===== config.mk =====
export PLATFORM = sky130hd
export DESIGN_NAME = sonata_periph_top
export DESIGN_NICKNAME = d
export VERILOG_FILES = /design/src/rtl/sonata_periph_pkg.sv /design/src/rtl/periph_bus_if.sv /design/src/rtl/gpio.sv /design/src/rtl/periph_decode.sv /design/src/rtl/pwm.sv /design/src/rtl/sonata_periph_top.sv /design/src/rtl/timer.sv
export SDC_FILE = /design/constraint.sdc
export NUM_CORES = 1
export LEC_CHECK = 0
export BUFFER_PORTS_ARGS = -buffer_cell sky130_fd_sc_hd__buf_2
export CAP_MARGIN = 30
export CORE_UTILIZATION = 45
export DETAILED_ROUTE_END_ITERATION = 8
export PLACE_DENSITY_LB_ADDON = 0.12
export SLEW_MARGIN = 20
export SYNTH_ARGS = -nofsm -noshare
export SYNTH_HDL_FRONTEND = slang
export SYNTH_SLANG_ARGS = --single-unit

===== constraint.sdc =====
create_clock -name clk_sys_i -period 3.7 [get_ports clk_sys_i]
set_clock_uncertainty 0.2 [all_clocks]
set_input_delay 0 -clock clk_sys_i [delete_from_list [all_inputs] [get_ports clk_sys_i]]
set_output_delay 0 -clock clk_sys_i [all_outputs]
set_load 0.01 [all_outputs]

===== src/rtl/sonata_periph_pkg.sv =====
/* Widths, address map and register offsets shared by the peripheral blocks.
   Imported by every RTL block and by the testbench */
package sonata_periph_pkg;

  // Bus field widths
  localparam int unsigned BusAddrWidth  = 32;
  localparam int unsigned BusDataWidth  = 32;
  localparam int unsigned BusByteEnable = 4;
  localparam int unsigned RegAddrWidth  = 8;

  typedef logic [BusAddrWidth-1:0]  bus_addr_t;
  typedef logic [BusDataWidth-1:0]  bus_data_t;
  typedef logic [BusByteEnable-1:0] bus_be_t;
  typedef logic [RegAddrWidth-1:0]  reg_addr_t;

  // Device select field, addr[15:12]
  localparam int unsigned DevSelLsb   = 12;
  localparam int unsigned DevSelWidth = 4;

  typedef enum logic [DevSelWidth-1:0] {
    DevGpio  = 4'd0,
    DevPwm   = 4'd1,
    DevTimer = 4'd2
  } dev_sel_e;

  // GPIO
  localparam int unsigned GpiWidth      = 13;
  localparam int unsigned GpoWidth      = 24;
  localparam reg_addr_t   GpioOutOffset = 8'h00;
  localparam reg_addr_t   GpioInOffset  = 8'h04;

  // PWM
  localparam int unsigned PwmNum          = 4;
  localparam int unsigned PwmCtrSize      = 8;
  localparam int unsigned PwmChanStride   = 8;
  localparam int unsigned PwmChanShift    = $clog2(PwmChanStride); // Channel index position
  localparam reg_addr_t   PwmDutyOffset   = 8'h00;
  localparam reg_addr_t   PwmPeriodOffset = 8'h04;

  // Machine timer
  localparam reg_addr_t TimerMtimeLo = 8'h00;
  localparam reg_addr_t TimerMtimeHi = 8'h04;
  localparam reg_addr_t TimerCmpLo   = 8'h08;
  localparam reg_addr_t TimerCmpHi   = 8'h0C;

endpackage


===== src/rtl/periph_bus_if.sv =====
/* One decoded register access and its response, between the decoder and a device */
`timescale 1ns/10ps

interface periph_bus_if;
  import sonata_periph_pkg::*;

  // Request, valid for one cycle
  logic      req;
  logic      we;
  reg_addr_t addr;   // Offset inside the device
  bus_be_t   be;
  bus_data_t wdata;

  // Response, one cycle after req
  logic      rvalid;
  bus_data_t rdata;
  logic      err;

  modport host (
    output req, we, addr, be, wdata,
    input  rvalid, rdata, err
  );

  modport device (
    input  req, we, addr, be, wdata,
    output rvalid, rdata, err
  );

endinterface


===== src/rtl/gpio.sv =====
/* GPIO block with a byte-writable output register and a synchronized input register */
`timescale 1ns/10ps

module gpio (
  input  logic                                   clk_sys_i,
  input  logic                                   rst_n_i,
  periph_bus_if.device                           bus,
  input  logic [sonata_periph_pkg::GpiWidth-1:0] gp_i,
  output logic [sonata_periph_pkg::GpoWidth-1:0] gp_o
);
  import sonata_periph_pkg::*;

  logic [GpoWidth-1:0] gpo_q;
  logic [GpiWidth-1:0] gpi_meta_q;
  logic [GpiWidth-1:0] gpi_sync_q;
  bus_data_t           wmask;
  bus_data_t           rdata_d;
  logic                out_sel;
  logic                in_sel;
  logic                rvalid_q;
  logic                err_q;
  bus_data_t           rdata_q;

  assign out_sel = bus.addr == GpioOutOffset;
  assign in_sel  = bus.addr == GpioInOffset;

  // Byte enables to bit mask
  always_comb begin
    for (int b = 0; b < BusByteEnable; b++) begin
      wmask[b*8 +: 8] = {8{bus.be[b]}};
    end
  end

  always_ff @(posedge clk_sys_i) begin
    if (!rst_n_i) begin
      gpo_q      <= '0;
      gpi_meta_q <= '0;
      gpi_sync_q <= '0;
    end else begin
      gpi_meta_q <= gp_i;       // First stage, may go metastable
      gpi_sync_q <= gpi_meta_q;
      if (bus.req && bus.we && out_sel) begin
        gpo_q <= (gpo_q & ~wmask[GpoWidth-1:0]) |
                 (bus.wdata[GpoWidth-1:0] & wmask[GpoWidth-1:0]);
      end
    end
  end

  always_comb begin
    rdata_d = '0;
    if (out_sel) begin
      rdata_d[GpoWidth-1:0] = gpo_q;
    end else if (in_sel) begin
      rdata_d[GpiWidth-1:0] = gpi_sync_q;
    end
  end

  // Response one cycle after req
  always_ff @(posedge clk_sys_i) begin
    if (!rst_n_i) begin
      rvalid_q <= 1'b0;
    end else begin
      rvalid_q <= bus.req;
    end
  end

  always_ff @(posedge clk_sys_i) begin
    err_q   <= !(out_sel || in_sel);
    rdata_q <= bus.we ? '0 : rdata_d; // Writes return zero
  end

  assign bus.rvalid = rvalid_q;
  assign bus.rdata  = rdata_q;
  assign bus.err    = err_q;
  assign gp_o       = gpo_q;

endmodule


===== src/rtl/periph_decode.sv =====
/* Routes top-level register accesses to the device selected by the address and
   merges the device responses; unmapped selects are answered here with an error */
`timescale 1ns/10ps

module periph_decode (
  input  logic                         clk_sys_i,
  input  logic                         rst_n_i,
  input  logic                         bus_req_i,
  input  logic                         bus_we_i,
  input  sonata_periph_pkg::bus_addr_t bus_addr_i,
  input  sonata_periph_pkg::bus_be_t   bus_be_i,
  input  sonata_periph_pkg::bus_data_t bus_wdata_i,
  output logic                         bus_rvalid_o,
  output sonata_periph_pkg::bus_data_t bus_rdata_o,
  output logic                         bus_err_o,
  periph_bus_if.host                   gpio_bus,
  periph_bus_if.host                   pwm_bus,
  periph_bus_if.host                   timer_bus
);
  import sonata_periph_pkg::*;

  dev_sel_e  dev_sel;
  reg_addr_t reg_addr;
  logic      unmapped;
  logic      unmapped_q;

  assign dev_sel  = dev_sel_e'(bus_addr_i[DevSelLsb +: DevSelWidth]);
  assign reg_addr = bus_addr_i[RegAddrWidth-1:0];
  assign unmapped = bus_req_i && !(dev_sel inside {DevGpio, DevPwm, DevTimer});

  //////////////////////////////////////////////////////////////////////
  // Request path
  //////////////////////////////////////////////////////////////////////

  assign gpio_bus.req  = bus_req_i && (dev_sel == DevGpio);
  assign pwm_bus.req   = bus_req_i && (dev_sel == DevPwm);
  assign timer_bus.req = bus_req_i && (dev_sel == DevTimer);

  // Payload goes to all devices, only req is steered
  assign gpio_bus.we     = bus_we_i;
  assign gpio_bus.addr   = reg_addr;
  assign gpio_bus.be     = bus_be_i;
  assign gpio_bus.wdata  = bus_wdata_i;
  assign pwm_bus.we      = bus_we_i;
  assign pwm_bus.addr    = reg_addr;
  assign pwm_bus.be      = bus_be_i;
  assign pwm_bus.wdata   = bus_wdata_i;
  assign timer_bus.we    = bus_we_i;
  assign timer_bus.addr  = reg_addr;
  assign timer_bus.be    = bus_be_i;
  assign timer_bus.wdata = bus_wdata_i;

  //////////////////////////////////////////////////////////////////////
  // Response path
  //////////////////////////////////////////////////////////////////////

  always_ff @(posedge clk_sys_i) begin
    if (!rst_n_i) begin
      unmapped_q <= 1'b0;
    end else begin
      unmapped_q <= unmapped; // Local error response next cycle
    end
  end

  assign bus_rvalid_o = gpio_bus.rvalid | pwm_bus.rvalid | timer_bus.rvalid | unmapped_q;

  assign bus_rdata_o = ({BusDataWidth{gpio_bus.rvalid}}  & gpio_bus.rdata) |
                       ({BusDataWidth{pwm_bus.rvalid}}   & pwm_bus.rdata)  |
                       ({BusDataWidth{timer_bus.rvalid}} & timer_bus.rdata);

  assign bus_err_o = (gpio_bus.rvalid  & gpio_bus.err)  |
                     (pwm_bus.rvalid   & pwm_bus.err)   |
                     (timer_bus.rvalid & timer_bus.err) |
                     unmapped_q;

  // One responder per cycle across all devices
  OneRsp_A: assert property (@(posedge clk_sys_i) disable iff (!rst_n_i)
    $onehot0({gpio_bus.rvalid, pwm_bus.rvalid, timer_bus.rvalid, unmapped_q}));

endmodule


===== src/rtl/pwm.sv =====
/* Bank of PWM channels; each has a duty and a period register and drives one pin
   high while its counter is below the duty value */
`timescale 1ns/10ps

module pwm (
  input  logic                                 clk_sys_i,
  input  logic                                 rst_n_i,
  periph_bus_if.device                         bus,
  output logic [sonata_periph_pkg::PwmNum-1:0] pwm_o
);
  import sonata_periph_pkg::*;

  typedef logic [PwmCtrSize-1:0] ctr_t;

  ctr_t                                 duty_q   [PwmNum];
  ctr_t                                 period_q [PwmNum];
  ctr_t                                 ctr_q    [PwmNum];
  logic [RegAddrWidth-PwmChanShift-1:0] chan_sel;
  logic [PwmChanShift-1:0]              chan_off;
  logic                                 duty_sel;
  logic                                 period_sel;
  logic                                 hit;
  logic                                 wr_en;
  bus_data_t                            rdata_d;
  logic                                 rvalid_q;
  logic                                 err_q;
  bus_data_t                            rdata_q;

  assign chan_sel   = bus.addr[RegAddrWidth-1:PwmChanShift];
  assign chan_off   = bus.addr[PwmChanShift-1:0];
  assign duty_sel   = chan_off == PwmDutyOffset[PwmChanShift-1:0];
  assign period_sel = chan_off == PwmPeriodOffset[PwmChanShift-1:0];
  assign hit        = (int'(chan_sel) < PwmNum) && (duty_sel || period_sel);
  assign wr_en      = bus.req && bus.we && hit;

  //////////////////////////////////////////////////////////////////////
  // Channel registers and counters
  //////////////////////////////////////////////////////////////////////

  always_ff @(posedge clk_sys_i) begin
    if (!rst_n_i) begin
      for (int i = 0; i < PwmNum; i++) begin
        duty_q[i]   <= '0;
        period_q[i] <= '0;
        ctr_q[i]    <= '0;
      end
    end else begin
      for (int i = 0; i < PwmNum; i++) begin
        // Also wraps when the period is lowered below the count
        ctr_q[i] <= (ctr_q[i] >= period_q[i]) ? '0 : ctr_q[i] + 1'b1;
        if (wr_en && int'(chan_sel) == i) begin
          if (duty_sel) begin
            duty_q[i] <= bus.wdata[PwmCtrSize-1:0];
          end
          if (period_sel) begin
            period_q[i] <= bus.wdata[PwmCtrSize-1:0];
          end
        end
      end
    end
  end

  always_comb begin
    for (int i = 0; i < PwmNum; i++) begin
      pwm_o[i] = ctr_q[i] < duty_q[i];
    end
  end

  //////////////////////////////////////////////////////////////////////
  // Register read and response
  //////////////////////////////////////////////////////////////////////

  always_comb begin
    rdata_d = '0;
    for (int i = 0; i < PwmNum; i++) begin
      if (int'(chan_sel) == i) begin
        if (duty_sel) begin
          rdata_d[PwmCtrSize-1:0] = duty_q[i];
        end else if (period_sel) begin
          rdata_d[PwmCtrSize-1:0] = period_q[i];
        end
      end
    end
  end

  always_ff @(posedge clk_sys_i) begin
    if (!rst_n_i) begin
      rvalid_q <= 1'b0;
    end else begin
      rvalid_q <= bus.req;
    end
  end

  always_ff @(posedge clk_sys_i) begin
    err_q   <= !hit;
    rdata_q <= (bus.we || !hit) ? '0 : rdata_d;
  end

  assign bus.rvalid = rvalid_q;
  assign bus.rdata  = rdata_q;
  assign bus.err    = err_q;

endmodule


===== src/rtl/sonata_periph_top.sv =====
/* Peripheral subsystem top; connects the address decoder to the GPIO, PWM and timer
   blocks. The host drives the register bus strobes on plain ports */
`timescale 1ns/10ps

module sonata_periph_top (
  input  logic                                   clk_sys_i,
  input  logic                                   rst_n_i,

  input  logic                                   bus_req_i,
  input  logic                                   bus_we_i,
  input  sonata_periph_pkg::bus_addr_t           bus_addr_i,
  input  sonata_periph_pkg::bus_be_t             bus_be_i,
  input  sonata_periph_pkg::bus_data_t           bus_wdata_i,
  output logic                                   bus_rvalid_o,
  output logic                                   bus_err_o,
  output sonata_periph_pkg::bus_data_t           bus_rdata_o,

  input  logic [sonata_periph_pkg::GpiWidth-1:0] gp_i,
  output logic [sonata_periph_pkg::GpoWidth-1:0] gp_o,
  output logic [sonata_periph_pkg::PwmNum-1:0]   pwm_o,
  output logic                                   timer_irq_o
);

  periph_bus_if gpio_bus ();
  periph_bus_if pwm_bus ();
  periph_bus_if timer_bus ();

  //////////////////////////////////////////////////////////////////////
  // Decoder and devices
  //////////////////////////////////////////////////////////////////////

  periph_decode u_decode (
    .clk_sys_i   (clk_sys_i),
    .rst_n_i     (rst_n_i),
    .bus_req_i   (bus_req_i),
    .bus_we_i    (bus_we_i),
    .bus_addr_i  (bus_addr_i),
    .bus_be_i    (bus_be_i),
    .bus_wdata_i (bus_wdata_i),
    .bus_rvalid_o(bus_rvalid_o),
    .bus_rdata_o (bus_rdata_o),
    .bus_err_o   (bus_err_o),
    .gpio_bus    (gpio_bus),
    .pwm_bus     (pwm_bus),
    .timer_bus   (timer_bus)
  );

  gpio u_gpio (
    .clk_sys_i(clk_sys_i),
    .rst_n_i  (rst_n_i),
    .bus      (gpio_bus),
    .gp_i     (gp_i),
    .gp_o     (gp_o)
  );

  pwm u_pwm (
    .clk_sys_i(clk_sys_i),
    .rst_n_i  (rst_n_i),
    .bus      (pwm_bus),
    .pwm_o    (pwm_o)
  );

  timer u_timer (
    .clk_sys_i  (clk_sys_i),
    .rst_n_i    (rst_n_i),
    .bus        (timer_bus),
    .timer_irq_o(timer_irq_o)
  );

endmodule


===== src/rtl/timer.sv =====
/* Machine timer with a free-running 64-bit mtime, a 64-bit mtimecmp and a
   level timer interrupt raised while mtime >= mtimecmp */
`timescale 1ns/10ps

module timer (
  input  logic         clk_sys_i,
  input  logic         rst_n_i,
  periph_bus_if.device bus,
  output logic         timer_irq_o
);
  import sonata_periph_pkg::*;

  typedef logic [2*BusDataWidth-1:0] dword_t;

  dword_t    mtime_q;
  dword_t    mtimecmp_q;
  logic      irq_q;
  logic      hit;
  logic      wr_en;
  bus_data_t rdata_d;
  logic      rvalid_q;
  logic      err_q;
  bus_data_t rdata_q;

  assign wr_en = bus.req && bus.we;

  // Read mux and offset check
  always_comb begin
    hit     = 1'b1;
    rdata_d = '0;
    case (bus.addr)
      TimerMtimeLo: rdata_d = mtime_q[BusDataWidth-1:0];
      TimerMtimeHi: rdata_d = mtime_q[2*BusDataWidth-1:BusDataWidth];
      TimerCmpLo:   rdata_d = mtimecmp_q[BusDataWidth-1:0];
      TimerCmpHi:   rdata_d = mtimecmp_q[2*BusDataWidth-1:BusDataWidth];
      default:      hit     = 1'b0;
    endcase
  end

  //////////////////////////////////////////////////////////////////////
  // Counter, compare and interrupt
  //////////////////////////////////////////////////////////////////////

  always_ff @(posedge clk_sys_i) begin
    if (!rst_n_i) begin
      mtime_q    <= '0;
      mtimecmp_q <= '1; // Compare far away so irq stays low
      irq_q      <= 1'b0;
    end else begin
      mtime_q <= mtime_q + 1'b1;
      irq_q   <= mtime_q >= mtimecmp_q;
      // A written mtime half loads wdata, the other half holds for that cycle
      if (wr_en) begin
        case (bus.addr)
          TimerMtimeLo: mtime_q <= {mtime_q[2*BusDataWidth-1:BusDataWidth], bus.wdata};
          TimerMtimeHi: mtime_q <= {bus.wdata, mtime_q[BusDataWidth-1:0]};
          TimerCmpLo:   mtimecmp_q[BusDataWidth-1:0] <= bus.wdata;
          TimerCmpHi:   mtimecmp_q[2*BusDataWidth-1:BusDataWidth] <= bus.wdata;
          default:      ;
        endcase
      end
    end
  end

  //////////////////////////////////////////////////////////////////////
  // Bus response
  //////////////////////////////////////////////////////////////////////

  always_ff @(posedge clk_sys_i) begin
    if (!rst_n_i) begin
      rvalid_q <= 1'b0;
    end else begin
      rvalid_q <= bus.req;
    end
  end

  always_ff @(posedge clk_sys_i) begin
    err_q   <= !hit;
    rdata_q <= bus.we ? '0 : rdata_d; // Zero for writes and bad offsets
  end

  assign bus.rvalid  = rvalid_q;
  assign bus.rdata   = rdata_q;
  assign bus.err     = err_q;
  assign timer_irq_o = irq_q;

  // Response exactly one cycle behind each request
  RspLatency_A: assert property (@(posedge clk_sys_i) disable iff (!rst_n_i)
    bus.rvalid == $past(bus.req));

endmodule


* Word level (Yosys, flattened, before mapping)
Memory sizes are Yosys's and may differ from the RTL's.
Index checks and enable logic that the tools add are counted.
** Storage, ports and cells
- Register bits :: 250
- Output and inout port bits :: 63
- Memories :: 3
- RAM bits :: 96
** Memory list
- u_pwm.ctr_q :: words 4, width 8, rd ports 4, clocked after memory_dff 0, wr ports 4, RTL line pwm.sv:17 : ctr_t ctr_q [PwmNum];
- u_pwm.duty_q :: words 4, width 8, rd ports 4, clocked after memory_dff 0, wr ports 4, RTL line pwm.sv:15 : ctr_t duty_q [PwmNum];
- u_pwm.period_q :: words 4, width 8, rd ports 4, clocked after memory_dff 0, wr ports 4, RTL line pwm.sv:16 : ctr_t period_q [PwmNum];
** Cells by class
- Multiplexer cells :: 62
- Add/sub/neg operators :: 5
- Reduce and logical (&&, ||, !) cells :: 30
- Bitwise logic cells :: 31
- Equality and inequality tests :: 11
- Magnitude comparators :: 10
** Operators with widths (number)
- $mux 8 :: 28
- $pmux 32 s4 :: 1
- $pmux 64 s2 :: 1
- $add 64x1->64 const B :: 1
- $ge 64x64->1 :: 1
- $mux 64 :: 1
- $or 32x32->32 :: 2
- $and 24x24->24 :: 2
- $add 8x1->8 const B :: 4
- $and 32x24->32 :: 1
- $and 32x32->32 :: 1
- $and 32x8->32 :: 1
- $ge 8x8->1 :: 4
- $lt 8x8->1 :: 4
- $mux 1 :: 29
- $mux 13 :: 2
- $not 24->24 :: 1
- $or 24x24->24 :: 1
- $or 1x1->1 :: 18
- $eq 8x4->1 const B :: 2
- $logic_and 1x1->1 :: 14
- $eq 5x3->1 const B :: 2
- $eq 8x3->1 const B :: 1
- $logic_not 8->1 :: 1
- other kinds (17) :: 26

* Logic depth before layout (Yosys ltp)
- Depth in word-level cells :: 13
- Depth in mapped cells :: 9

* By module
From an unflattened synthesis, not the netlist that was laid out.
** Unflattened totals
- Cell total of the unflattened synthesis :: 2158
- Area, all modules :: 20012.9 um2
** By module, submodules not included
- timer :: times used 1, cells each 1092, area an instance 9504.1 um2, sequential area each 3263.1 um2
- pwm :: times used 1, cells each 594, area an instance 6236.0 um2, sequential area each 2762.6 um2
- gpio :: times used 1, cells each 249, area an instance 2618.8 um2, sequential area each 1521.5 um2
- periph_decode :: times used 1, cells each 223, area an instance 1654.1 um2, sequential area each 20.0 um2

* Worst setup path before layout
No wires, ideal clock.
- Path type :: register to register
- From :: register u_timer.mtime_q[0]
- To :: register u_timer.mtime_q[52]
- Slack :: 1.349 ns
- Stages on the path, launching flop included :: 9
- Arrival time :: 2.072 ns
- Setup time :: 0.079 ns
- Path through :: dfxtp_1 > ha_1 > nand4_1 > nor3_4 > nand3_1 > buf_2 > o31ai_2 > a21oi_1 > a211oi_2
** On the way
- Longest elaborated chain between the ends :: 3
** Ends and longest elaborated chain
- from (decl) :: RTL line timer.sv:15 : dword_t mtime_q;
- from (signal assigned) :: RTL line timer.sv:50 : mtime_q <= mtime_q + 1'b1;
- from (signal assigned) :: RTL line timer.sv:55 : TimerMtimeLo: mtime_q <= {mtime_q[2*BusDataWidth-1:BusDataWidth], bus.wdata};
- from (signal assigned) :: RTL line timer.sv:56 : TimerMtimeHi: mtime_q <= {bus.wdata, mtime_q[BusDataWidth-1:0]};
- $add 64x1->64 (*) :: RTL line timer.sv:50
- $pmux 64 s2 :: RTL line timer.sv:54 : case (bus.addr)
- $mux 64 (*) :: RTL line timer.sv:53 : if (wr_en) begin
Every way passes the cells marked *; elsewhere a longest branch is shown, timed or not.
A chain may end at the register's enable or synchronous reset.

* Worst setup path after layout
- From :: input bus_addr_i[4]
- To :: register u_timer.mtimecmp_q[30]
** On the way
- Longest elaborated chain between the ends :: 2
** Ends and longest elaborated chain
- from (decl) :: RTL line sonata_periph_top.sv:11 : input sonata_periph_pkg::bus_addr_t bus_addr_i,
- $eq 8x4->1 :: RTL line timer.sv:54
- $reduce_and 2->1 (no source line)
- to (signal, indexed assignment) :: RTL line timer.sv:57 : TimerCmpLo: mtimecmp_q[BusDataWidth-1:0] <= bus.wdata;
- to (signal, indexed assignment) :: RTL line timer.sv:58 : TimerCmpHi: mtimecmp_q[2*BusDataWidth-1:BusDataWidth] <= bus.wdata;
- to (decl) :: RTL line timer.sv:16 : dword_t mtimecmp_q;
No other way between the ends.

==> metrics.txt <==
outcome completed; Setup TNS Final 0 ns; initial core utilization 45.82%; CTS tree done; vias per cell 5.839; Antenna Nets Post-Route 0; Setup Viol. Count Final 0; Worst Tran Pin Value 0.8501 ns; Post-synth ARST share 0%; combinational share of power 8.7%; Syn Nets 2120; CTS Buffer Depth 3; CTS Buf Count 39; Hold Path Class primary input to flip-flop; Worst-Skew Late Latency 0.57 ns; number of port buffers 126; first-pass GRT wire length 85650 um; DR iter-0 viols 1445; Worst Setup End Kind flip-flop; Cell Count Post-Placement 2471; Internal Pwr Total 0.006509 W; switching fraction of total power 25.10%; WL per Instance 20.80 um; number of core rows 72; last weighted congestion value of the routability-driven placer 0.8841; part of the power in registers 47.2%; total gr overflow 0; register area share after synthesis 42.54%; Mapped Area 17790 um^2; Switch Pwr 0.002181 W; Routed WL 54720 um; fin nets 2295; # fillers 3526; Worst Min Path Start bus_wdata_i[31]; placed instance area 18910 um^2; Worst R2R Setup Slack 0.78 ns; Final period util 88.85%; initial antenna violation count 0; leak pwr 9.385 nW; Synth warnings 0; CP Launch Type primary input; DIE WIDTH 200.8 um; IO Pins 148; commonest non-fill, non-tap cells in the layout dfxtp_1 (282), nand2_1 (157), inv_1 (142), a21oi_1 (129), ha_1 (129); Worst VDD drop 318.6 uV; largest net degree at the start of global routing 79; crit-path max FO 64; Post-Layout Cell Count 2630; total of max-cap violations 0; Final Cell Area 21040 um^2; WHS 0.07636 ns; hpwl dp 37210 um; Mapped Cells 1906; fin. max-slew vios 0; Area growth syn-to-layout 18.24%; Period minus WS final 3.287 ns; routed via count 15356; Reg clk slew, reported paths 0.06 ns; Netlist cell types 80; syn avg cell area 9.333 um^2; Final Hold Viols 0; number of flops mapped to enable cells by yosys 64; core area 38830 um^2; Post-route DRC 0; WS Path Type primary input to flip-flop; Antenna Cells 0; Worst slew margin 42.56%; Hold Crit Endpoint u_timer.mtimecmp_q[31]; layout cell share with drive strength beyond 1 13.59%; register bit total from synthesis 346; CP arrival 3.48 ns; worst r2r dst u_timer.mtime_q[42]; commonest non-fill, non-tap cell in the layout dfxtp_1; FMAX 0.3042 GHz; Die H 200.8 um; RSZ-0062 raised after global routing no; worst reg2reg path startpoint u_timer.mtime_q[0]; Detailed Routing Iterations Pass 1 9; post-cts sizing count 0; Reg2Reg Depth 8; top flip-flop cell by instance count after synthesis dfxtp_1; CTS Sinks 346; H-tree Lvls 2; CP Data Required Time 3.89 ns; total track usage 26.97%; vias in the first global route 15152; Clock Tree Root clkbuf_16; clock share of power 44.1%; worst hold stages 4; die area 40330 um^2; power per cell area 413.2 nW/um^2
[worst max-delay path by stage]
| stage | from | end | slack, ns | cells past startpoint |
|---|---|---|---|---|
| final | bus_addr_i[4] | u_timer.mtimecmp_q[30] | 0.41 | 9 |
| after global routing | bus_addr_i[4] | u_timer.mtimecmp_q[28] | 0.24 | 10 |
| after CTS | bus_addr_i[4] | u_timer.mtimecmp_q[30] | 0.47 | 9 |
| after detailed placement | u_timer.mtime_q[0] | u_timer.mtime_q[42] | 0.84 | 8 |
| after global placement | bus_addr_i[4] | flip-flop | 0.90 | 7 |
| after floorplan | u_timer.mtime_q[0] | u_timer.mtime_q[52] | 1.35 | 8 |
[state kept, by name, summed over array words and instances, names as in the netlist, 8 cells and up, named ones only]
name                cells
u_pwm.ctr_q            32
u_pwm.duty_q           32
u_timer.mtimecmp_q     64
u_gpio.bus.rdata       24
u_pwm.period_q         32
u_timer.bus.rdata      32
u_pwm.bus.rdata         8
u_timer.mtime_q        64
u_gpio.gpi_meta_q      13
u_gpio.gpi_sync_q      13
[power by group through the flow]
stage / sequential, W / clock, W / combinational [W]
floorplan: 0.00412 / 0 / 0.000475
global placement: 0.00418 / 0 / 0.000660
detailed placement: 0.00419 / 0 / 0.000684
CTS: 0.00410 / 0.00390 / 0.000756
global route: 0.00411 / 0.00405 / 0.000847
finish: 0.00410 / 0.00384 / 0.000755
[logic make-up (layout without fill, tap and decap cells)]
kind of cell | Yosys count | in the layout | share of synthesized area, %
and+or+nand+nor | 603 | 603 | 18.45
AOI/OAI and AO/OA | 487 | 487 | 18.95
DFF | 346 | 346 | 42.54
buffers and inverters | 257 | 463 | 5.683
adders and majority gates | 129 | 129 | 9.073
muxes | 47 | 47 | 3.489
xor gates and xnor gates | 37 | 37 | 1.822
[through the flow]
step	total power (W)	utilization, %	worst slack, ns
after floorplan	0.004594	-	1.349
after global placement	0.004840	48.65	0.9017
after detailed placement	0.004870	48.69	0.8363
after CTS	0.008756	54.18	0.4734
after global routing	0.009008	54.18	0.2439
final	0.008691	54.18	0.4127
[Yosys cell counts (all sizes together) (40+ instances only)]
master | instances | area share (%)
a222oi | 40 | 2.3
nand2 | 162 | 3.5
a21oi | 129 | 3.6
edfxtp | 64 | 11
dfxtp | 282 | 32
inv | 143 | 3.0
o21ai | 75 | 2.1
and2 | 114 | 4.0
o211ai | 67 | 2.8
ha | 129 | 9.1
clkbuf | 87 | 1.8
nand3 | 58 | 1.7
nor2 | 100 | 2.2
[routing by layer]
layer | GRT usage [%] | vias up | share of wire [%]
met5 | 0 | - | 0
met4 | 9.133 | 0 | 2.8
met3 | 3.831 | 107 | 5.3
met2 | 47.20 | 489 | 49
met1 | 33.95 | 7442 | 43
li1 | - | 7318 | -
[worst max-delay path, stage by stage]
cell,delay (ns)
dlygate4sd3_1,0.53
buf_2,0.25
nor4_4,0.55
dlygate4sd3_1,0.70
nand2_1,0.13
or3_1,0.41
nor2_4,0.12
buf_4,0.54
o211ai_1,0.16
[timing repair]
action                                 CTS  global route
hold buffers                            87             0
endpoints found under the hold margin  294             0
setup buffers                            0             0
[final cells by class]
cell class | count | area, um^2 | share of cell area, %
Timing Repair Buffer | 248 | 1787 | 8.494
Tap cell | 518 | 648.1 | 3.081
Multi-Input combinational cell | 1303 | 9238 | 43.92
Clock inverter | 20 | 152.6 | 0.7257
Inverter | 143 | 536.8 | 2.552
Clock buffer | 52 | 1106 | 5.258
Sequential cell | 346 | 7567 | 35.97
Power figures use the tool's default switching activity.
